[src/source/ppu_timing_pkg.sv]
package ppu_timing_pkg;

    // Visible area and frame size
    localparam int screen_width  = 160;
    localparam int screen_height = 144;
    localparam int line_count    = 154;

    // Cycles spent in each mode of a line, 456 in total
    localparam int oam_scan_cycles = 80;
    localparam int draw_cycles     = 171;
    localparam int hblank_cycles   = 205;

    typedef logic [7:0] pixel_coord_t;      // Screen x or line number

    // Encodings as reported in STAT
    typedef enum logic [1:0] {
        mode_hblank   = 2'd0,
        mode_vblank   = 2'd1,
        mode_oam_scan = 2'd2,
        mode_drawing  = 2'd3
    } mode_t;

    typedef struct packed {
        logic         valid;
        pixel_coord_t x;
        pixel_coord_t y;
    } pixel_pos_t;

endpackage

[src/source/ppu_regs_pkg.sv]
package ppu_regs_pkg;

    typedef logic [15:0] bus_addr_t;
    typedef logic [7:0]  bus_data_t;

    // Register map
    localparam bus_addr_t lcdc_addr = 16'hff40;
    localparam bus_addr_t stat_addr = 16'hff41;
    localparam bus_addr_t ly_addr   = 16'hff44;
    localparam bus_addr_t lyc_addr  = 16'hff45;
    localparam bus_addr_t oam_base  = 16'hfe00;
    localparam bus_addr_t oam_last  = 16'hfe9f;

    localparam int sprite_count = 40;
    typedef logic [5:0] sprite_index_t;

    localparam bus_data_t lcdc_reset = 8'h91;

    // LCDC bits
    localparam int lcdc_enable_bit  = 7;
    localparam int lcdc_tall_bit    = 2;
    localparam int lcdc_sprites_bit = 1;

    // STAT interrupt source bits
    localparam int stat_hblank_bit   = 3;
    localparam int stat_vblank_bit   = 4;
    localparam int stat_line_end_bit = 5;
    localparam int stat_coin_bit     = 6;

    // One OAM entry, byte 0 first
    typedef struct packed {
        bus_data_t y;
        bus_data_t x;
        bus_data_t tile;
        bus_data_t attr;                    // 7 behind, 6 y flip, 5 x flip, 4 palette
    } oam_entry_t;

    typedef struct packed {
        logic enable;
        logic tall;
        logic sprites_on;
    } lcd_ctrl_t;

    typedef struct packed {
        logic      hit;
        logic [2:0] fine_x;
        logic [3:0] fine_y;
        bus_data_t tile;
        logic      palette;
        logic      behind;
    } sprite_hit_t;

    typedef struct packed {
        ppu_timing_pkg::pixel_pos_t pos;
        sprite_index_t              index;
        sprite_hit_t                sprite;
    } sprite_pixel_t;

endpackage

[src/source/sprite_priority.sv]
`timescale 1ns/1ps

module sprite_priority (
    input  logic                        clockgb,
    input  logic                        resetn,
    input  ppu_timing_pkg::pixel_pos_t  pixel_pos,
    input  logic                        sprites_on,
    input  ppu_regs_pkg::sprite_hit_t   hits [ppu_regs_pkg::sprite_count],
    output ppu_regs_pkg::sprite_pixel_t sprite_pixel
);

    ppu_timing_pkg::pixel_pos_t  pos_d;     // Lines up with slot outputs
    ppu_regs_pkg::sprite_hit_t   sel_hit;
    ppu_regs_pkg::sprite_index_t sel_index;

    // Walk downwards so the lowest index wins
    always_comb begin
        sel_hit   = '0;
        sel_index = '0;
        if (sprites_on) begin
            for (int i = ppu_regs_pkg::sprite_count - 1; i >= 0; i--) begin
                if (hits[i].hit) begin
                    sel_hit   = hits[i];
                    sel_index = ppu_regs_pkg::sprite_index_t'(i);
                end
            end
        end
    end

    always_ff @(posedge clockgb or negedge resetn) begin
        if (!resetn) begin
            pos_d        <= '0;
            sprite_pixel <= '0;
        end else begin
            pos_d               <= pixel_pos;
            sprite_pixel.pos    <= pos_d;
            sprite_pixel.index  <= sel_index;
            sprite_pixel.sprite <= sel_hit;
        end
    end

endmodule

[config.mk]
export PLATFORM = sky130hd
export DESIGN_NAME = sprite_priority
export DESIGN_NICKNAME = d
export VERILOG_FILES = /design/src/source/ppu_timing_pkg.sv /design/src/source/ppu_regs_pkg.sv /design/src/source/sprite_priority.sv
export SDC_FILE = /design/constraint.sdc
export NUM_CORES = 1
export LEC_CHECK = 0
export BUFFER_PORTS_ARGS = -buffer_cell sky130_fd_sc_hd__buf_4
export CAP_MARGIN = 25
export CORE_AREA = 5 5 304 306
export CTS_BUF_LIST = sky130_fd_sc_hd__clkbuf_4 sky130_fd_sc_hd__clkbuf_8
export DETAILED_ROUTE_END_ITERATION = 8
export DIE_AREA = 0 0 309 311
export PLACE_DENSITY = 0.3
export SLEW_MARGIN = 20
export SYNTH_ARGS = -nofsm -noshare
export SYNTH_HDL_FRONTEND = slang
export SYNTH_SLANG_ARGS = --single-unit
export TNS_END_PERCENT = 20
[constraint.sdc]
create_clock -name clockgb -period 0.8 [get_ports clockgb]
set_input_delay 0.16 -clock clockgb [delete_from_list [all_inputs] [get_ports clockgb]]
set_output_delay 0.16 -clock clockgb [all_outputs]
set_load 0.05 [all_outputs]
==> run metrics <==
outcome finished, violations left; Setup Viol. Count Final 65; Worst Hold Launch hits[651]; GRT overflow 0; maxcap violations 0; first-pass GRT wire length approximately 150,000 microns; CP bufs+invs 4; met1 Use GR 0.2967; drc violations 0; First-pass DRT Iterations 9; WL final ~120,000 microns; sequential area share after synthesis 0.1933; Core ar. a little under 90,000 sq um; busiest grt layer met2; final worst slack -966.0 ps; Via density 4.348; cells after synthesis a little over 1,000; Post-synth EDFFs 0; Layout Area Growth over Synthesis 190.8%; measured slew at the worst slew-check pin ~750 ps; WP data required around 1100 ps; cell mode on critical path buf_6; Crit. End Element flip-flop; Starting Density 0.08405; DRT antenna net count 0; Startpoint Class input port; Placement Cell Area between 15,000 and 20,000 sq um; Max Clk Rate about 570 MHz; Yosys top cell area share 0.1933; width of the die roughly 310 microns; die area roughly 96,000 sq um; fin area 21,830 sq um; clock sinks 58; mean routed wirelength per cell 33.37 microns; Worst Path Arrival 2090 ps; grt met3 use 0.04921; Chip Height ~310 microns; final hold slack about 80 ps; RSZ-0062 raised after global routing true; nets 2,996; Mapped Nets between 1,500 and 2,000; share of layout cells above drive strength 1 0.7192; Critical Path Source hits[485]; met2 Use GR 0.3878; crit path cell chain buf_6 -> buf_4 -> nand2b_4 -> o221ai_4 -> buf_6 -> o21ai_4 -> buf_6 -> nor3_4 -> a2111oi_4 -> o21ai_1 -> a21oi_1; fraction of registers with async set or reset after synthesis 1.000; IO buf count slightly below 800; Peak VDD IR between 0.0007 and 0.0008 V; vias in the first global route 16,416; failing checks negative setup slack; clock-pin slew on the worst setup and hold paths about 70 ps; minimum clock period 1766 ps; top_reg_cell synth dfrtp_1; CTS root buf clkbuf_8; R2R setup slack about 270 ps; Layout Cells excl Fill 3,453; initial antenna violation count 21; Synth area leader dfrtp_1; DR vias about 15,000; Placed Instances approximately 3,300; clock tree buffer depth 2; GR Util All Layers 0.2259; worst min path class input port to flip-flop; Synth Register Bits 58; Max Clock Skew around 22 ps; synthesis warning total 0; final hold violation count 0; CP max FO 5; critical setup path kind input port to flip-flop; initial DRC count a little under 1,000; Distinct cells, synth 66; Avg Cell Area, Syn about 7.4 sq um; Core Util, Final 0.2444; cts bufs inserted 9; Static Leakage between 9 and 10 nW; Clock Latency Late Sink between 400 and 500 ps; placed wire-length estimate ~100,000 microns; CTS tree done; pwr dens about 840 nW/um^2; Synth area leaders dfrtp_1, a221oi_1, o221ai_1; H-tree Lvls 3; Mapped Area roughly 7500 sq um; reg-to-reg startpoint pos_d[6]; I/O Pins 781; Worst slew margin 0.5014; Layout fillers 9,954; Max Slew Vio Count 0; maximum number of pins on one net before global-route repair 32; Top delay family on crit path compound AO/OA/AOI/OAI gates; FP Rows 110; CP max-delay cell a2111oi_4; total power approximately 18 mW; crit-path max cell delay approximately 700 ps; fin crit share 2.208; final estimated routing congestion in global placement roughly 0.95
[Yosys cell counts, types with 5 or more instances]
library cell  number
a211o_1            5
clkbuf_1          66
inv_2              7
a211oi_1          15
nand2_1           70
o221ai_1          78
o221a_2            8
a22oi_1           16
nand4_1           12
and3_1            10
nor2b_1           22
o21ai_1            7
o311ai_1           5
nor4_1            17
a222oi_1           7
clkinv_1           5
a21oi_1           76
nor2_1            49
nand2b_1          32
a31oi_1           10
a221oi_1          86
o211ai_1          18
or2_2              5
inv_1             22
a2111oi_0         16
dfrtp_1           58
buf_2             29
nand3_1           33
o22ai_1           52
or2_1              8
a221o_1           29
o2111ai_1          6
nor3_1            18
o21ai_0           57
o21a_1             8
[registers in the layout (all words and copies together), names as in the netlist]
signal	count
pos_d	17
sprite_pixel	41
[final cells by class]
class	instances	area (sq um)	share of cell area
diodes	16	40.04	0.001834
clock inverters	7	101.3	0.004642
multi-input cells	828	7545	0.3456
repair buffers	1325	10950	0.5014
flip-flops and latches	58	1454	0.06660
well taps	1176	1471	0.06740
clock buffers	9	123.9	0.005674
inverters	34	148.9	0.006820
[per-stage QoR]
stage | setup TNS [ps] | setup WS [ps]
4_1_cts | -33340 | -963.9
2_1_floorplan | -18910 | -892.4
6_report | -30940 | -966.0
5_1_grt | -33770 | -958.9
3_5_place_dp | -40930 | -2325
3_3_place_gp | -42180 | -2504
[cell usage in the layout, fill, tap and decap left out, drive strengths merged, types with 14 or more instances in the layout]
master	instances
buf	1306
a221oi	86
o221ai	78
a21oi	76
nand2	70
o21ai	64
dfrtp	58
o22ai	52
nor2	52
nand3	33
nand2b	32
a221o	29
inv	28
nor2b	22
nor3	19
o211ai	18
dlygate4sd3	18
a2111oi	17
nor4	17
diode	16
a22oi	16
a211oi	15
or2	14
[cell families after synthesis]
| family | count (synthesis) | synth area share |
|---|---|---|
| buffers and inverters | 134 | 0.07350 |
| and+or+nand+nor | 293 | 0.1997 |
| AOI/OAI and AO/OA | 535 | 0.5335 |
| DFF | 58 | 0.1933 |
[path summary, 6_finish.rpt]
| kind | to | depth (start not counted) |
|---|---|---|
| min reg2reg | sprite_pixel[32] | 0 |
| min | sprite_pixel[3] | 3 |
| max reg2reg | sprite_pixel[30] | 0 |
| min in group asynchronous | pos_d[8] | 2 |
| max | sprite_pixel[3] | 11 |
| max in group asynchronous | sprite_pixel[30] | 3 |
[layer usage]
metal / wire length, microns / vias to the layer above / share of wire
li1: - / 6780 / -
met1: 50240 / 7494 / 0.44
met2: 55420 / 656 / 0.48
met3: 7892 / 74 / 0.068
met4: 1600 / 10 / 0.014
met5: 64 / - / 0.00056
[what timing repair did]
| action | in CTS | in global routing |
|---|---|---|
| resized for setup | 420 | 155 |
| setup endpoints to repair | 65 | 65 |
| gates cloned | 0 | 1 |
| hold buffers | 18 | 0 |
| setup buffers | 45 | 21 |
| hold endpoints to repair | 75 | 0 |
| pin swaps | 102 | 81 |
[power breakdown]
group	total [mW]	switching (mW)	internal, mW
clock network	3.43	1.65	1.78
logic	11.7	5.80	5.87
registers	3.19	0.0983	3.09
Note: power is estimated with default switching activity, not from simulation.
