**config.mk**
```make
export PLATFORM = sky130hd
export DESIGN_NAME = ppu_registers
export DESIGN_NICKNAME = d
export VERILOG_FILES = /design/src/source/ppu_timing_pkg.sv /design/src/source/ppu_regs_pkg.sv /design/src/source/ppu_registers.sv
export SDC_FILE = /design/constraint.sdc
export NUM_CORES = 2
export LEC_CHECK = 0
export CAP_MARGIN = 10
export CORE_AREA = 2 2 529 531
export DETAILED_ROUTE_END_ITERATION = 6
export DIE_AREA = 0 0 531 533
export DONT_BUFFER_PORTS = 1
export MAX_ROUTING_LAYER = met4
export PLACE_DENSITY = 0.37
export SLEW_MARGIN = 20
export SYNTH_ARGS = -nofsm -noshare
export SYNTH_HDL_FRONTEND = slang
export SYNTH_SLANG_ARGS = --single-unit
```
**constraint.sdc**
```tcl
create_clock -name clockgb -period 1.8 [get_ports clockgb]
set_input_delay 0.18 -clock clockgb [delete_from_list [all_inputs] [get_ports clockgb]]
set_output_delay 0.18 -clock clockgb [all_outputs]
set_load 0.005 [all_outputs]
```
**src/source/ppu_timing_pkg.sv**
```systemverilog
package ppu_timing_pkg;

    // Visible area and frame size
    localparam int screen_width  = 160;
    localparam int screen_height = 144;
    localparam int line_count    = 154;

    // Cycles spent in each mode of a line, 456 in total
    localparam int oam_scan_cycles = 80;
    localparam int draw_cycles     = 171;
    localparam int hblank_cycles   = 205;

    typedef logic [7:0] pixel_coord_t;      // Screen x or line number

    // Encodings as reported in STAT
    typedef enum logic [1:0] {
        mode_hblank   = 2'd0,
        mode_vblank   = 2'd1,
        mode_oam_scan = 2'd2,
        mode_drawing  = 2'd3
    } mode_t;

    typedef struct packed {
        logic         valid;
        pixel_coord_t x;
        pixel_coord_t y;
    } pixel_pos_t;

endpackage

```
**src/source/ppu_regs_pkg.sv**
```systemverilog
package ppu_regs_pkg;

    typedef logic [15:0] bus_addr_t;
    typedef logic [7:0]  bus_data_t;

    // Register map
    localparam bus_addr_t lcdc_addr = 16'hff40;
    localparam bus_addr_t stat_addr = 16'hff41;
    localparam bus_addr_t ly_addr   = 16'hff44;
    localparam bus_addr_t lyc_addr  = 16'hff45;
    localparam bus_addr_t oam_base  = 16'hfe00;
    localparam bus_addr_t oam_last  = 16'hfe9f;

    localparam int sprite_count = 40;
    typedef logic [5:0] sprite_index_t;

    localparam bus_data_t lcdc_reset = 8'h91;

    // LCDC bits
    localparam int lcdc_enable_bit  = 7;
    localparam int lcdc_tall_bit    = 2;
    localparam int lcdc_sprites_bit = 1;

    // STAT interrupt source bits
    localparam int stat_hblank_bit   = 3;
    localparam int stat_vblank_bit   = 4;
    localparam int stat_line_end_bit = 5;
    localparam int stat_coin_bit     = 6;

    // One OAM entry, byte 0 first
    typedef struct packed {
        bus_data_t y;
        bus_data_t x;
        bus_data_t tile;
        bus_data_t attr;                    // 7 behind, 6 y flip, 5 x flip, 4 palette
    } oam_entry_t;

    typedef struct packed {
        logic enable;
        logic tall;
        logic sprites_on;
    } lcd_ctrl_t;

    typedef struct packed {
        logic      hit;
        logic [2:0] fine_x;
        logic [3:0] fine_y;
        bus_data_t tile;
        logic      palette;
        logic      behind;
    } sprite_hit_t;

    typedef struct packed {
        ppu_timing_pkg::pixel_pos_t pos;
        sprite_index_t              index;
        sprite_hit_t                sprite;
    } sprite_pixel_t;

endpackage

```
**src/source/ppu_registers.sv**
```systemverilog
`timescale 1ns/1ps

module ppu_registers (
    input  logic                        clockgb,
    input  logic                        resetn,
    input  ppu_regs_pkg::bus_addr_t     address,
    input  ppu_regs_pkg::bus_data_t     indata,
    input  logic                        load,
    input  logic                        store,
    output ppu_regs_pkg::bus_data_t     outdata,
    input  ppu_timing_pkg::pixel_coord_t ly,
    input  ppu_timing_pkg::mode_t       mode,
    input  logic                        coincidence,
    output ppu_regs_pkg::lcd_ctrl_t     lcd_ctrl,
    output logic [3:0]                  stat_sources,
    output ppu_timing_pkg::pixel_coord_t lyc,
    output ppu_regs_pkg::oam_entry_t    oam [ppu_regs_pkg::sprite_count]
);

    ppu_regs_pkg::bus_data_t     lcdc_q;
    logic [7:3]                  stat_q;    // Writable part of STAT
    ppu_regs_pkg::bus_data_t     rd_data;
    logic                        in_oam;
    logic [7:0]                  oam_offset;
    ppu_regs_pkg::sprite_index_t oam_idx;
    logic [1:0]                  oam_sel;

    assign in_oam     = (address >= ppu_regs_pkg::oam_base) &&
                        (address <= ppu_regs_pkg::oam_last);
    assign oam_offset = 8'(address - ppu_regs_pkg::oam_base);
    assign oam_idx    = oam_offset[7:2];
    assign oam_sel    = oam_offset[1:0];

    assign lcd_ctrl.enable     = lcdc_q[ppu_regs_pkg::lcdc_enable_bit];
    assign lcd_ctrl.tall       = lcdc_q[ppu_regs_pkg::lcdc_tall_bit];
    assign lcd_ctrl.sprites_on = lcdc_q[ppu_regs_pkg::lcdc_sprites_bit];

    // Order: coincidence, line end, vblank, hblank
    assign stat_sources = {stat_q[ppu_regs_pkg::stat_coin_bit],
                           stat_q[ppu_regs_pkg::stat_line_end_bit],
                           stat_q[ppu_regs_pkg::stat_vblank_bit],
                           stat_q[ppu_regs_pkg::stat_hblank_bit]};

    always_ff @(posedge clockgb or negedge resetn) begin
        if (!resetn) begin
            lcdc_q <= ppu_regs_pkg::lcdc_reset;
            stat_q <= '0;
            lyc    <= '0;
        end else if (store) begin
            case (address)
                ppu_regs_pkg::lcdc_addr: lcdc_q <= indata;
                ppu_regs_pkg::stat_addr: stat_q <= indata[7:3];
                ppu_regs_pkg::lyc_addr:  lyc    <= indata;
                default: ;                  // LY is read only
            endcase
        end
    end

    always_ff @(posedge clockgb) begin
        if (store && in_oam) begin
            case (oam_sel)
                2'd0: oam[oam_idx].y    <= indata;
                2'd1: oam[oam_idx].x    <= indata;
                2'd2: oam[oam_idx].tile <= indata;
                default: oam[oam_idx].attr <= indata;
            endcase
        end
    end

    always_comb begin
        rd_data = '0;
        if (in_oam) begin
            case (oam_sel)
                2'd0: rd_data = oam[oam_idx].y;
                2'd1: rd_data = oam[oam_idx].x;
                2'd2: rd_data = oam[oam_idx].tile;
                default: rd_data = oam[oam_idx].attr;
            endcase
        end else begin
            case (address)
                ppu_regs_pkg::lcdc_addr: rd_data = lcdc_q;
                ppu_regs_pkg::stat_addr: rd_data = {stat_q, coincidence, mode};
                ppu_regs_pkg::ly_addr:   rd_data = ly;
                ppu_regs_pkg::lyc_addr:  rd_data = lyc;
                default:                 rd_data = '0;
            endcase
        end
    end

    // Read data valid for one cycle only
    always_ff @(posedge clockgb or negedge resetn) begin
        if (!resetn) begin
            outdata <= '0;
        end else begin
            outdata <= load ? rd_data : '0;
        end
    end

endmodule

```
==> out/results.ini <==
[outcome]
outcome=finished with violations
failed_checks=slew limit, setup timing

[clock_network]
cts-root-buf=sky130_fd_sc_hd__clkbuf_16
longest_clk_path_bufs=4
cts.reportedPaths.clkPinSlew_ns=0.06
clock-sinks=1309
tritoncts.num_buffers=176
htreeDepth=4
cts_tree=built
worst_skew_pair.late_latency_ns=0.89

[die]
design.portCount=1342
die_area_um2=283000
fp-row-count=194
die_h_um=533
start_util_pct=25.2
fp.coreArea_um2=278000
die_w_um=531

[layout]
fill_cells=27800
final-instance-count-excl-fill=11800
area.growth.synth_to_final_pct=42.1
final_area_um2=99600
num-nets-final=7989
post_route_cells_drive_above_1_share_pct=37.4

[route]
first_iter_violations=8681
antenna_left=0
post-route-drc-count=0
avgRoutedWirePerCell_um=44.6
detail_route.wirelength_mm=529
routed_via_density=5.71
routed-via-count=67700
drtPass1Iterations=6

[yosys]
postSynthCellCount=6011
synth.ff_latch_count=1309
postSynth.asyncResetShare_pct=2.22
syn-mean-instance-area_um2=11.7
mappedNetlistArea_um2=70100
postSynthNetCount=6050
synthesis.yosys.warnings=0
ys_seq_area_share_pct=55.9
post_synth_num_cell_types=75
synth_flop_cell=sky130_fd_sc_hd__edfxtp_1
synth_edf_count=1280

[timing]
finalCritPeriodShare_pct=159
worst_clock_skew_ns=0.0405
setup_viol=808
hold_violations=0
timing.max_slew.rel_slack_pct=-31.9
post-route-worst-setup-slack_ns=-1.07
fin_crit_ns=2.87
max_slew.worst_pin.slew_ns=1.98
timing.setup.tns_ns=-93.61
finalMaxSlewViolations=83
max_clock_freq_ghz=0.348
final_worst_hold_slack_ns=0.00717
grt_setup_unrepaired=yes

[critical_path]
worst-setup-path-type=input pin to register
crit_path_max_fanout=377
crit_path_top_delay_cell=sky130_fd_sc_hd__mux4_2
cp_cell_instances=mux4_2 -> mux2i_1 -> o22ai_2 -> nor3_4 -> o21bai_4 -> a31o_1
critPathMaxStageDelay_ns=1.22
timing.critical_path.buf_inv=0
timing.critical_path.max_delay_family=multiplexers
crit_arrival_ns=3.64
crit_path_start_kind=input pin
critPathRequiredTime_ns=2.57
worst_setup_path_end_kind=register
crit_path_start=address[3]

[global_route]
first_pass_grt_wire_length_mm=661
grt_overflow_total=0
number_of_global_route_vias_before_repair=63200
grt_start_max_net_pins=598
antenna_found_initial=53
grt_use_total_pct=36.3

[placed_design]
gpl.final_weighted_congestion=0.935
placement.cell_area_um2=91200
hpwl_mm=382
port_buffers=0
place.detailed.instances=11300

[min_path]
min-delay-path-class=input pin to register
worst_hold_path_startpoint=address[1]

[flow_run]
timing.max_cap.violations=0

[power_and_ir_drop]
worst_ir_drop_vdd_mv=0.683
report.power.total_mw=75.4
power_leakage_nw=38.0
power_per_cell_area_nw_per_um2=757

worst paths after layout:
kind / endpoint / slack [ns] / cells after the start
setup / recovery: outdata[7]$_DFF_PN0_ / -1.07 / 6
hold / removal: register / 0.007 / 5
setup reg to reg: outdata[1]$_DFF_PN0_ / -0.75 / 6
hold reg to reg: stat_q[7]$_DFFE_PN0P_ / 0.51 / 1
max in group asynchronous: lyc[4]$_DFFE_PN0P_ / 0.82 / 4
min in group asynchronous: outdata[3]$_DFF_PN0_ / 0.67 / 4
repair_timing:
action,CTS,global route
hold endpoints to repair,1185,134
hold buffers,89,8
gates resized for setup,139,130
cloned,3,15
setup endpoints to repair,259,2528
pin swaps,25,23
buffers inserted,10,39
layer usage:
metal / vias to the layer above / GRT usage, % / wire length, µm
li1: 27400 / - / -
met1: 35100 / 39.9 / 185000
met2: 4271 / 57.8 / 246000
met3: 862 / 13.2 / 62800
met4: 0 / 17.8 / 34300
met5: - / - / 0
where the power goes:
group	internal (mW)	total (mW)	switching [mW]
clock network	18.7	34.1	15.5
logic	2.83	7.95	5.12
registers	33.3	33.3	0.0108
total	54.8	75.4	20.6
tightest hold or removal path: cells and delay by family:
family | cells | cell delay (ns)
buffers and inverters | 2 | 0.30
AOI/OAI and AO/OA | 2 | 0.23
and+or+nand+nor | 1 | 0.05
area by class of cell:
cell class	count	area [µm²]	area share, %
clock buffer	231	4610	4.63
clock inverter	86	616	0.618
inverter	126	483	0.485
multi-input combinational	4014	28800	28.9
sequential	1309	39200	39.3
timing repair buffer	2323	21200	21.3
antenna	34	85.1	0.0854
tap	3724	4660	4.68
through the flow:
| stage | util [%] | setup WS, ns |
|---|---|---|
| 2_1_floorplan | - | -13.82 |
| 3_3_place_gp | 32.8 | -1.68 |
| 3_5_place_dp | 32.8 | -2.02 |
| 4_1_cts | 35.3 | -0.733 |
| 5_1_grt | 35.8 | -0.743 |
| 6_report | 35.8 | -1.07 |
kinds of logic after synthesis:
family,count (synthesis),share of synthesized area (%)
AND/OR/NAND/NOR,1430,8.39
buffers and inverters,688,4.61
multiplexers,427,11.4
AO/OA/AOI/OAI,2157,19.7
flip-flops,1309,55.9
synthesized netlist by cell type (4+ instances only):
cell type                   count  area share (%)
sky130_fd_sc_hd__nand2_2        5           0.045
sky130_fd_sc_hd__nor3_2         6           0.086
sky130_fd_sc_hd__mux4_2       255             8.2
sky130_fd_sc_hd__o31ai_1       11            0.12
sky130_fd_sc_hd__a22o_1       215             2.7
sky130_fd_sc_hd__nor3_1        22            0.16
sky130_fd_sc_hd__mux2i_1      103             1.5
sky130_fd_sc_hd__dfrtp_1       26            0.93
sky130_fd_sc_hd__buf_12         5            0.14
sky130_fd_sc_hd__buf_4         34            0.36
sky130_fd_sc_hd__nand3_1       43            0.31
sky130_fd_sc_hd__buf_8          5            0.11
sky130_fd_sc_hd__o21ai_1       25            0.18
sky130_fd_sc_hd__nor4_1         5           0.045
sky130_fd_sc_hd__edfxtp_1    1280              55
sky130_fd_sc_hd__o211ai_1      10            0.11
sky130_fd_sc_hd__nand2_1      998             5.3
sky130_fd_sc_hd__a221oi_1      12            0.15
sky130_fd_sc_hd__nand4_1        6           0.054
sky130_fd_sc_hd__buf_6         44            0.71
sky130_fd_sc_hd__and2_1        32            0.29
sky130_fd_sc_hd__and3_1        22            0.20
sky130_fd_sc_hd__buf_1         15           0.080
sky130_fd_sc_hd__o2bb2ai_1     91             1.1
sky130_fd_sc_hd__nand2b_1      18            0.16
sky130_fd_sc_hd__nor2_1       231             1.2
sky130_fd_sc_hd__nor2b_1        9           0.080
sky130_fd_sc_hd__a31oi_1       12            0.11
sky130_fd_sc_hd__mux4_1        31             1.2
sky130_fd_sc_hd__o2111ai_1      9            0.11
sky130_fd_sc_hd__nor2_2         6           0.054
sky130_fd_sc_hd__or2_2          7           0.062
sky130_fd_sc_hd__a22oi_1      544             5.8
sky130_fd_sc_hd__o22ai_1      133             1.2
sky130_fd_sc_hd__o221ai_1       8            0.10
sky130_fd_sc_hd__clkbuf_1     416             2.2
sky130_fd_sc_hd__a21oi_1      106            0.76
sky130_fd_sc_hd__or4_1          4           0.043
sky130_fd_sc_hd__a211oi_1      10            0.11
sky130_fd_sc_hd__buf_2         43            0.31
sky130_fd_sc_hd__mux2_2        38            0.61
sky130_fd_sc_hd__inv_1        124            0.66
sky130_fd_sc_hd__o21ai_0      943             6.7
layout by cell type (no fill, tap or decap), types with 122 or more instances in the layout:
cell,synthesis,routed
sky130_fd_sc_hd__buf_12,5,206
sky130_fd_sc_hd__o22ai_1,133,130
sky130_fd_sc_hd__edfxtp_1,1280,1280
sky130_fd_sc_hd__nor2_1,231,165
sky130_fd_sc_hd__nand2_1,998,960
sky130_fd_sc_hd__inv_1,124,122
sky130_fd_sc_hd__clkbuf_16,0,191
sky130_fd_sc_hd__a22o_1,215,214
sky130_fd_sc_hd__buf_4,34,1955
sky130_fd_sc_hd__o21ai_0,943,907
sky130_fd_sc_hd__mux4_2,255,262
sky130_fd_sc_hd__a22oi_1,544,537
Note: power is estimated with default switching activity, not from simulation.
