**src/source/ppu_timing_pkg.sv**
```systemverilog
package ppu_timing_pkg;

    // Visible area and frame size
    localparam int screen_width  = 160;
    localparam int screen_height = 144;
    localparam int line_count    = 154;

    // Cycles spent in each mode of a line, 456 in total
    localparam int oam_scan_cycles = 80;
    localparam int draw_cycles     = 171;
    localparam int hblank_cycles   = 205;

    typedef logic [7:0] pixel_coord_t;      // Screen x or line number

    // Encodings as reported in STAT
    typedef enum logic [1:0] {
        mode_hblank   = 2'd0,
        mode_vblank   = 2'd1,
        mode_oam_scan = 2'd2,
        mode_drawing  = 2'd3
    } mode_t;

    typedef struct packed {
        logic         valid;
        pixel_coord_t x;
        pixel_coord_t y;
    } pixel_pos_t;

endpackage

```
**src/source/ppu_regs_pkg.sv**
```systemverilog
package ppu_regs_pkg;

    typedef logic [15:0] bus_addr_t;
    typedef logic [7:0]  bus_data_t;

    // Register map
    localparam bus_addr_t lcdc_addr = 16'hff40;
    localparam bus_addr_t stat_addr = 16'hff41;
    localparam bus_addr_t ly_addr   = 16'hff44;
    localparam bus_addr_t lyc_addr  = 16'hff45;
    localparam bus_addr_t oam_base  = 16'hfe00;
    localparam bus_addr_t oam_last  = 16'hfe9f;

    localparam int sprite_count = 40;
    typedef logic [5:0] sprite_index_t;

    localparam bus_data_t lcdc_reset = 8'h91;

    // LCDC bits
    localparam int lcdc_enable_bit  = 7;
    localparam int lcdc_tall_bit    = 2;
    localparam int lcdc_sprites_bit = 1;

    // STAT interrupt source bits
    localparam int stat_hblank_bit   = 3;
    localparam int stat_vblank_bit   = 4;
    localparam int stat_line_end_bit = 5;
    localparam int stat_coin_bit     = 6;

    // One OAM entry, byte 0 first
    typedef struct packed {
        bus_data_t y;
        bus_data_t x;
        bus_data_t tile;
        bus_data_t attr;                    // 7 behind, 6 y flip, 5 x flip, 4 palette
    } oam_entry_t;

    typedef struct packed {
        logic enable;
        logic tall;
        logic sprites_on;
    } lcd_ctrl_t;

    typedef struct packed {
        logic      hit;
        logic [2:0] fine_x;
        logic [3:0] fine_y;
        bus_data_t tile;
        logic      palette;
        logic      behind;
    } sprite_hit_t;

    typedef struct packed {
        ppu_timing_pkg::pixel_pos_t pos;
        sprite_index_t              index;
        sprite_hit_t                sprite;
    } sprite_pixel_t;

endpackage

```
**src/source/lcd_timing.sv**
```systemverilog
`timescale 1ns/1ps

module lcd_timing (
    input  logic                         clockgb,
    input  logic                         resetn,
    input  ppu_regs_pkg::lcd_ctrl_t      lcd_ctrl,
    input  logic [3:0]                   stat_sources,
    input  ppu_timing_pkg::pixel_coord_t lyc,
    output ppu_timing_pkg::pixel_coord_t ly,
    output ppu_timing_pkg::mode_t        mode,
    output logic                         coincidence,
    output ppu_timing_pkg::pixel_pos_t   pixel_pos,
    output logic                         vblank_int,
    output logic                         lcdc_int
);

    ppu_timing_pkg::mode_t        state_q;
    logic [7:0]                   cnt_q;
    ppu_timing_pkg::pixel_coord_t x_q;
    logic                         hblank_first;
    logic                         vblank_line;

    always_ff @(posedge clockgb or negedge resetn) begin
        if (!resetn) begin
            state_q <= ppu_timing_pkg::mode_oam_scan;
            cnt_q   <= '0;
            x_q     <= '0;
            ly      <= '0;
        end else if (!lcd_ctrl.enable) begin
            state_q <= ppu_timing_pkg::mode_oam_scan;   // Held idle while display off
            cnt_q   <= '0;
            x_q     <= '0;
            ly      <= '0;
        end else begin
            case (state_q)
                ppu_timing_pkg::mode_oam_scan: begin
                    if (cnt_q == 8'(ppu_timing_pkg::oam_scan_cycles - 1)) begin
                        state_q <= ppu_timing_pkg::mode_drawing;
                        cnt_q   <= '0;
                        x_q     <= '0;
                    end else begin
                        cnt_q <= cnt_q + 8'd1;
                    end
                end
                ppu_timing_pkg::mode_drawing: begin
                    if (x_q != 8'(ppu_timing_pkg::screen_width - 1)) begin
                        x_q <= x_q + 8'd1;
                    end
                    if (cnt_q == 8'(ppu_timing_pkg::draw_cycles - 1)) begin
                        state_q <= ppu_timing_pkg::mode_hblank;
                        cnt_q   <= '0;
                    end else begin
                        cnt_q <= cnt_q + 8'd1;
                    end
                end
                ppu_timing_pkg::mode_hblank: begin
                    if (cnt_q == 8'(ppu_timing_pkg::hblank_cycles - 1)) begin
                        state_q <= ppu_timing_pkg::mode_oam_scan;
                        cnt_q   <= '0;
                        if (ly == 8'(ppu_timing_pkg::line_count - 1)) begin
                            ly <= '0;
                        end else begin
                            ly <= ly + 8'd1;
                        end
                    end else begin
                        cnt_q <= cnt_q + 8'd1;
                    end
                end
                default: state_q <= ppu_timing_pkg::mode_oam_scan;
            endcase
        end
    end

    assign coincidence = (ly == lyc);
    assign vblank_line = (ly == 8'(ppu_timing_pkg::screen_height));
    assign hblank_first = (state_q == ppu_timing_pkg::mode_hblank) && (cnt_q == '0);

    // Lines past the visible area report vblank
    assign mode = (ly >= 8'(ppu_timing_pkg::screen_height)) ?
                  ppu_timing_pkg::mode_vblank : state_q;

    assign pixel_pos.valid = (state_q == ppu_timing_pkg::mode_drawing) &&
                             (cnt_q < 8'(ppu_timing_pkg::screen_width)) &&
                             (ly < 8'(ppu_timing_pkg::screen_height));
    assign pixel_pos.x = x_q;
    assign pixel_pos.y = ly;

    assign vblank_int = hblank_first && vblank_line;

    always_comb begin
        lcdc_int = 1'b0;
        if (state_q == ppu_timing_pkg::mode_drawing &&
            cnt_q == 8'(ppu_timing_pkg::draw_cycles - 1) && stat_sources[0]) begin
            lcdc_int = 1'b1;                // End of drawing
        end
        if (state_q == ppu_timing_pkg::mode_hblank &&
            cnt_q == 8'(ppu_timing_pkg::hblank_cycles - 1) && stat_sources[2]) begin
            lcdc_int = 1'b1;                // End of line
        end
        if (hblank_first && ((stat_sources[3] && coincidence) ||
                             (stat_sources[1] && vblank_line))) begin
            lcdc_int = 1'b1;
        end
    end

endmodule

```
**config.mk**
```make
export PLATFORM = sky130hd
export DESIGN_NAME = lcd_timing
export DESIGN_NICKNAME = d
export VERILOG_FILES = /design/src/source/ppu_timing_pkg.sv /design/src/source/ppu_regs_pkg.sv /design/src/source/lcd_timing.sv
export SDC_FILE = /design/constraint.sdc
export NUM_CORES = 1
export LEC_CHECK = 0
export BUFFER_PORTS_ARGS = -buffer_cell sky130_fd_sc_hd__clkbuf_2
export CORE_ASPECT_RATIO = 0.6
export CORE_UTILIZATION = 45
export DETAILED_ROUTE_END_ITERATION = 6
export PLACE_DENSITY = 0.69
export SETUP_SLACK_MARGIN = 0.1
export SLEW_MARGIN = 20
export SYNTH_ARGS = -nofsm -noshare
export SYNTH_HDL_FRONTEND = slang
export SYNTH_SLANG_ARGS = --single-unit
```
**constraint.sdc**
```tcl
create_clock -name clockgb -period 3.18 [get_ports clockgb]
set_clock_uncertainty 0.1 [all_clocks]
set_input_delay 0.318 -clock clockgb [delete_from_list [all_inputs] [get_ports clockgb]]
set_output_delay 0.318 -clock clockgb [all_outputs]
set_load 0.03 [all_outputs]
```
==> run_results.csv, run 1 <==
group,metric,value,unit
status,status,"completed",
yosys,ys_top_cells_by_area,"dfrtp_1, ha_1, o21ai_0, nand2_1, nand3_1",
critical_path,worst_path_max_delay_cell,"nor4bb_1",
sta,slew_headroom,55.2,%
floorplanning,die_w,88.4,um
clock_tree,h-tree-depth,1,
power,switching_share,40.7,%
yosys,yosys.area.top_type,"dfrtp_1",
sta,fmaxAchievable,381,MHz
floorplanning,core_area,4190,um^2
hold_path,hp-class,"in -> reg",
grt,grt_max_degree,27,
grt,antenna_found_initial,0,
grt,grt_overflow,0,
floorplanning,initial_core_util,48.1,%
yosys,synth_warnings,0,
floorplanning,ios,47,
clock_tree,cts_root_buf,"clkbuf_8",
clock_tree,cts_sinks,26,
placement,dp_hpwl,3470,um
yosys,yosys_register_bits,26,
yosys,synth_edf_count,0,
critical_path,arrival,2210,ps
clock_tree,path_clk_slew,90,ps
placement,portBuffers,44,
clock_tree,cts_hold_buf,1,
critical_path,required,2760,ps
yosys,synth_fp_nets,256,
power,leakagePower,0.00104,uW
sta,hold_violations,0,
yosys,synthTopCellsByCount,"dfrtp_1, nand2_1, o21ai_0",
sta,fin_tns_setup,0,ps
critical_path,startpoint_type,"flop",
clock_tree,post_cts_buffers,0,
critical_path,crit_type,"reg -> out",
final_layout,diodes,0,
grt,grt_pass1_wl,7520,um
yosys,syn-instance-count,227,
detailed_routing,dr.first_iter.drc_count,117,
sta,period_minus_slack,2630,ps
detailed_routing,vias_per_cell,5.57,
yosys,seq_area_frac_synth,32.4,%
power,internal_power,759,uW
detailed_routing,ant_nets,0,
final_layout,syn2layout_area_growth,13.2,%
final_layout,fillers,420,
power,ir_drop,0.000214,V
critical_path,slowest_delay,450,ps
floorplanning,fp-row-count,18,
yosys,synth_area_per_cell,8.87,um^2
power,p_clk_share,21.5,%
clock_tree,cts_resized,0,
sta,setup_viol,0,
power,p_comb_share,46.0,%
yosys,synth-main-ff-cell,"dfrtp_1",
critical_path,critPathBufInv,2,
grt,grt_pass1_vias,1519,
final_layout,final_layout_size_suffix_gt1_share,26.0,%
clock_tree,insertion_delay,270,ps
yosys,synth_cell_types,56,
critical_path,cp-end-kind,"output pin",
clock_tree,clockBufferDepth,2,
critical_path,path_max_fanout,4,
critical_path,crit_family,"simple AND/OR/NAND/NOR gates",
power,power.switching,522,uW
final_layout,seqCellArea,652,um^2
yosys,synthArstFlopShare,100,%
flow_run,drv_cap,0,
sta,fin_crit_sh,82.6,%
power,pwr-share-seq,32.5,%
floorplanning,dieArea,4750,um^2
final_layout,multi_input_area,1180,um^2
yosys,synthesis.area,2010,um^2
detailed_routing,vias,1792,
power,power_density,562,nW/um^2
detailed_routing,wl_per_cell,14.3,um
sta,rsz0062_at_grt,"false",
final_layout,nets,292,
sta,hold_ws,421,ps
clock_tree,cts_buffers,3,
placement,place_congestion,0.851,
yosys,synth_top_area_share,31.1,%
detailed_routing,drt-total-wl,4600,um
grt,grt.total_usage,20.8,%
critical_path,path_cells,"inv_1 > ha_1 > nor3b_1 > nand4_1 > nor4bb_1 > nand2_1 > nand3_1 > clkbuf_2",
sta,final_max_slew_viol_count,0,
floorplanning,chipHeight,53.8,um
detailed_routing,drc_errors,0,
sta,tightest_slew,672,ps
clock_tree,cts_tree,"yes",
detailed_routing,firstDrtPassIters,4,
## power groups by stage
stage	Sequential, uW	Clock (uW)	Combinational (uW)
floorplan	420	0	438
global placement	419	0	584
detailed placement	422	0	588
CTS	415	284	592
global route	422	294	662
finish	416	276	589
## worst reg2reg max path, cell delays in order (launching register included)
cell	delay [ps]
dfstp_2	610
inv_1	60
ha_1	320
nand3b_1	170
a41oi_1	160
or3_1	270
nand2_2	130
o311ai_1	310
## cells in the final DEF (no fill, tap or decap), drive strengths merged, types with 2 or more instances in the layout
cell type / count
nor3: 3
o311ai: 3
o41ai: 3
a21boi: 3
or3: 2
a31oi: 2
buf: 3
nor2: 13
o21ai: 22
nor4b: 2
nand4: 4
nand3b: 2
o31ai: 4
nor2b: 3
or2: 4
ha: 12
nand3: 16
nand2b: 2
nand2: 26
and3: 10
o32ai: 3
clkbuf: 47
dfrtp: 25
and4: 2
inv: 13
a221o: 2
o211ai: 2
xnor2: 8
a21oi: 6
## area by class of cell
type / instances / share of cell area, %
inverters: 13 / 2.14
well taps: 60 / 3.29
clock buffers: 3 / 1.81
multi-input cells: 171 / 51.7
clock inverters: 1 / 1.32
flip-flops and latches: 26 / 28.6
repair buffers: 48 / 11.1
## stage by stage
step	total power [uW]	setup WS, ps	area, um^2	std cells	util, %
6_report	1280	554	2280	322	54.4
4_1_cts	1290	521	2280	322	54.4
3_3_place_gp	1000	894	2200	317	52.4
2_1_floorplan	859	135	2010	227	-
3_5_place_dp	1010	831	2200	317	52.4
5_1_grt	1380	336	2280	322	54.4
## final timing paths
| kind | from | end | slack, ps | cells past startpoint |
|---|---|---|---|---|
| worst min register to register | x_q[7] | x_q[7] | 440 | 1 |
| max in group asynchronous | resetn | x_q[3] | 2040 | 2 |
| min in group asynchronous | resetn | cnt_q[4] | 510 | 2 |
| worst max register to register | state_q[1] | cnt_q[6] | 960 | 7 |
| worst min-delay path | lcd_ctrl[2] | state_q[1] | 420 | 2 |
| worst max-delay path | state_q[0] | lcdc_int | 550 | 8 |
## flip-flops by register name, indices dropped and copies added, names as in the netlist
name     flops
state_q      2
cnt_q        8
x_q          8
ly           8
## kinds of logic (layout without fill, tap and decap cells)
logic type / after synthesis / after routing / synth area share (%)
muxes: 1 / 1 / 0.497
xor gates and xnor gates: 8 / 8 / 3.48
buffers and inverters: 30 / 65 / 9.07
DFF: 26 / 26 / 32.4
adders and majority gates: 12 / 12 / 7.46
and+or+nand+nor: 94 / 94 / 25.7
AOI/OAI and AO/OA: 56 / 56 / 21.4
## metal layers
layer | GRT usage (%) | vias up | share of wire [%] | wire length (um)
li1 | - | 887 | - | -
met1 | 33.2 | 859 | 54 | 2510
met2 | 29.7 | 44 | 41 | 1870
met3 | 3.68 | 2 | 4.6 | 214
met4 | 1.61 | 0 | 0.26 | 12
met5 | 0 | - | 0 | 0
Power figures use the tool's default switching activity.
==> inputs of run 2 (changes only) <==
- PLACE_DENSITY: 0.69 -> 0.71
- clock period: 3.18 -> 2.1 ns (I/O delays scaled with it)
==> run 2 against run 1 <==
Against the previous run:
- the flow now finishes with violations (negative setup slack)
- count of clock-buffer cells in the layout unchanged
- die area unchanged
- critical path type unchanged
- first-iteration DRC count increased by 6.0%
- sequential power increased by 49%
- combinational power increased by 130%
- total power increased by 87%
- wire length increased by 13%
- final cell count increased by 7.5%
- sequential cell count unchanged
==> run_results.csv, run 2 (synthesized netlist as in run 1, its figures left out) <==
group,metric,value,unit
status,status,"finished with violations",
status,violations,"negative setup slack",
grt,grt_overflow,0,
critical_path,required,1790,ps
sta,tightest_slew,663,ps
final_layout,most-common-layout-cells,"clkbuf_2, buf_4, nand2_1",
critical_path,crit_type,"reg -> out",
sta,fin_crit_sh,103,%
placement,place_congestion,0.844,
placement,dp.cells,327,
sta,fmaxAchievable,460,MHz
critical_path,regToRegSetupSlack,70,ps
grt,grt_max_degree,27,
clock_tree,insertion_delay,270,ps
final_layout,nets,316,
critical_path,reg2reg_to,"cnt_q[6]",
detailed_routing,wl_per_cell,15.1,um
grt,grt_pass1_wl,7800,um
final_layout,fin_cells,346,
grt,grt.total_usage,21.6,%
sta,hold_ws,221,ps
final_layout,syn2layout_area_growth,30.6,%
flow_run,drv_cap,0,
grt,antenna_found_initial,0,
clock_tree,cts_buffers,3,
hold_path,hold_depth,2,
sta,slew_headroom,55.8,%
sta,finalWorstSetupSlack,-72.8,ps
critical_path,slowest_delay,420,ps
detailed_routing,dr_wl_met3,300,um
placement,portBuffers,44,
critical_path,startpoint_type,"flop",
detailed_routing,route.met2.wl,2280,um
final_layout,final_layout_size_suffix_gt1_share,41.6,%
detailed_routing,drt-met1-wl,2610,um
floorplanning,initial_core_util,48.1,%
critical_path,arrival,1860,ps
sta,final_max_slew_viol_count,0,
sta,period_minus_slack,2170,ps
clock_tree,cts_tree,"yes",
floorplanning,fp-row-count,18,
clock_tree,clockBufferDepth,2,
detailed_routing,vias,1930,
floorplanning,ios,47,
sta,setup_viol,2,
critical_path,r2r-start,"state_q[0]",
critical_path,path_cells,"inv_2 > ha_4 > nor3b_2 > nand4_1 > nor4bb_4 > nand2_1 > nand3_4 > buf_8",
power,leakagePower,0.00120,uW
sta,hold_violations,0,
detailed_routing,highest_layer,"met4",
final_layout,fillers,379,
sta,rsz0062_at_grt,"true",
detailed_routing,ant_nets,0,
hold_path,hp-class,"in -> reg",
hold_path,hold_start,"lcd_ctrl[2]",
critical_path,r2r_cells,9,
clock_tree,cts_sinks,26,
detailed_routing,dr.first_iter.drc_count,124,
floorplanning,chipHeight,53.8,um
critical_path,path_max_fanout,2,
clock_tree,path_clk_slew,90,ps
clock_tree,h-tree-depth,1,
detailed_routing,firstDrtPassIters,4,
critical_path,cp-end-kind,"output pin",
hold_path,min_to,"state_q[1]",
detailed_routing,drt-total-wl,5210,um
power,power_density,909,nW/um^2
placement,dp_hpwl,3670,um
final_layout,reg_top3,"cnt_q (8), ly (8), x_q (8)",
final_layout,diodes,0,
floorplanning,core_area,4190,um^2
floorplanning,die_w,88.4,um
floorplanning,dieArea,4750,um^2
detailed_routing,drc_errors,0,
grt,grt_pass1_vias,1638,
detailed_routing,vias_per_cell,5.58,
placement,place_ws,54.9,ps
clock_tree,cts_root_buf,"clkbuf_8",
power,ir_drop,0.000400,V
critical_path,worst_path_max_delay_cell,"dfrtp_1",
final_layout,layout_commonest_cell,"clkbuf_2",
[run 2: cell types whose count changed in the layout (fill, tap and decap cells not counted), moves of 2 or more]
cell	delta
buf_4	+24
o21ai_0	-8
o21ai_1	+7
dfrtp_1	-6
dfrtp_2	+6
ha_1	-3
o32ai_1	-3
o32ai_2	+3
buf_8	+2
clkbuf_2	-2
ha_4	+2
inv_1	-2
inv_2	+2
nor2_1	-2
[run 2: report_power, final]
part / internal (uW) / switching [uW] / total [uW]
combinational: 614 / 734 / 1350
clock: 255 / 167 / 422
sequential: 557 / 63.0 / 620
[run 2: worst max path at each step]
stage | slack, ps | cells past startpoint | to | from
finish | -70 | 8 | lcdc_int | state_q[0]
global placement | 90 | 7 | cnt_q[7] | state_q[1]
floorplan | -30 | 7 | lcdc_int | state_q[0]
detailed placement | 50 | 8 | lcdc_int | state_q[0]
CTS | -140 | 8 | lcdc_int | state_q[0]
global route | -210 | 8 | lcdc_int | state_q[0]
[run 2: metrics by stage]
stage | power (uW) | instance area, um^2 | util [%] | setup TNS, ps
floorplan | 1340 | 2060 | - | -31.6
global placement | 1610 | 2320 | 55.4 | 0
detailed placement | 1630 | 2320 | 55.4 | 0
CTS | 2150 | 2500 | 59.8 | -215
global route | 2540 | 2630 | 62.8 | -380
finish | 2390 | 2630 | 62.8 | -80.6
[run 2: timing repair]
| item | CTS | global route |
|---|---|---|
| endpoints found under the setup margin | 14 | 24 |
| hold buffers | 1 | 0 |
| pin swaps | 8 | 7 |
| setup buffers | 9 | 5 |
| resized for setup | 10 | 26 |
| hold endpoints to repair | 25 | 0 |
[run 2: worst max-delay path: cells and delay by family, from the launching register on]
kind	cells	cell delay, ps
fa+ha+maj	1	120
buf+inv	2	210
flops	1	420
simple gates	5	830
[run 2: final cells by class]
class / instances / area (um^2) / area share (%)
Timing Repair Buffer: 72 / 453 / 17.2
Sequential cell: 26 / 659 / 25.1
Multi-Input combinational cell: 171 / 1320 / 50.3
Inverter: 13 / 48.8 / 1.86
Clock inverter: 1 / 30.0 / 1.14
Clock buffer: 3 / 41.3 / 1.57
Tap cell: 60 / 75.1 / 2.85
[run 2: metal layers]
layer	vias to the layer above	GRT usage, %
met5	-	0
met4	0	2.42
met3	2	3.68
met2	55	33.2
met1	940	32.8
li1	933	-
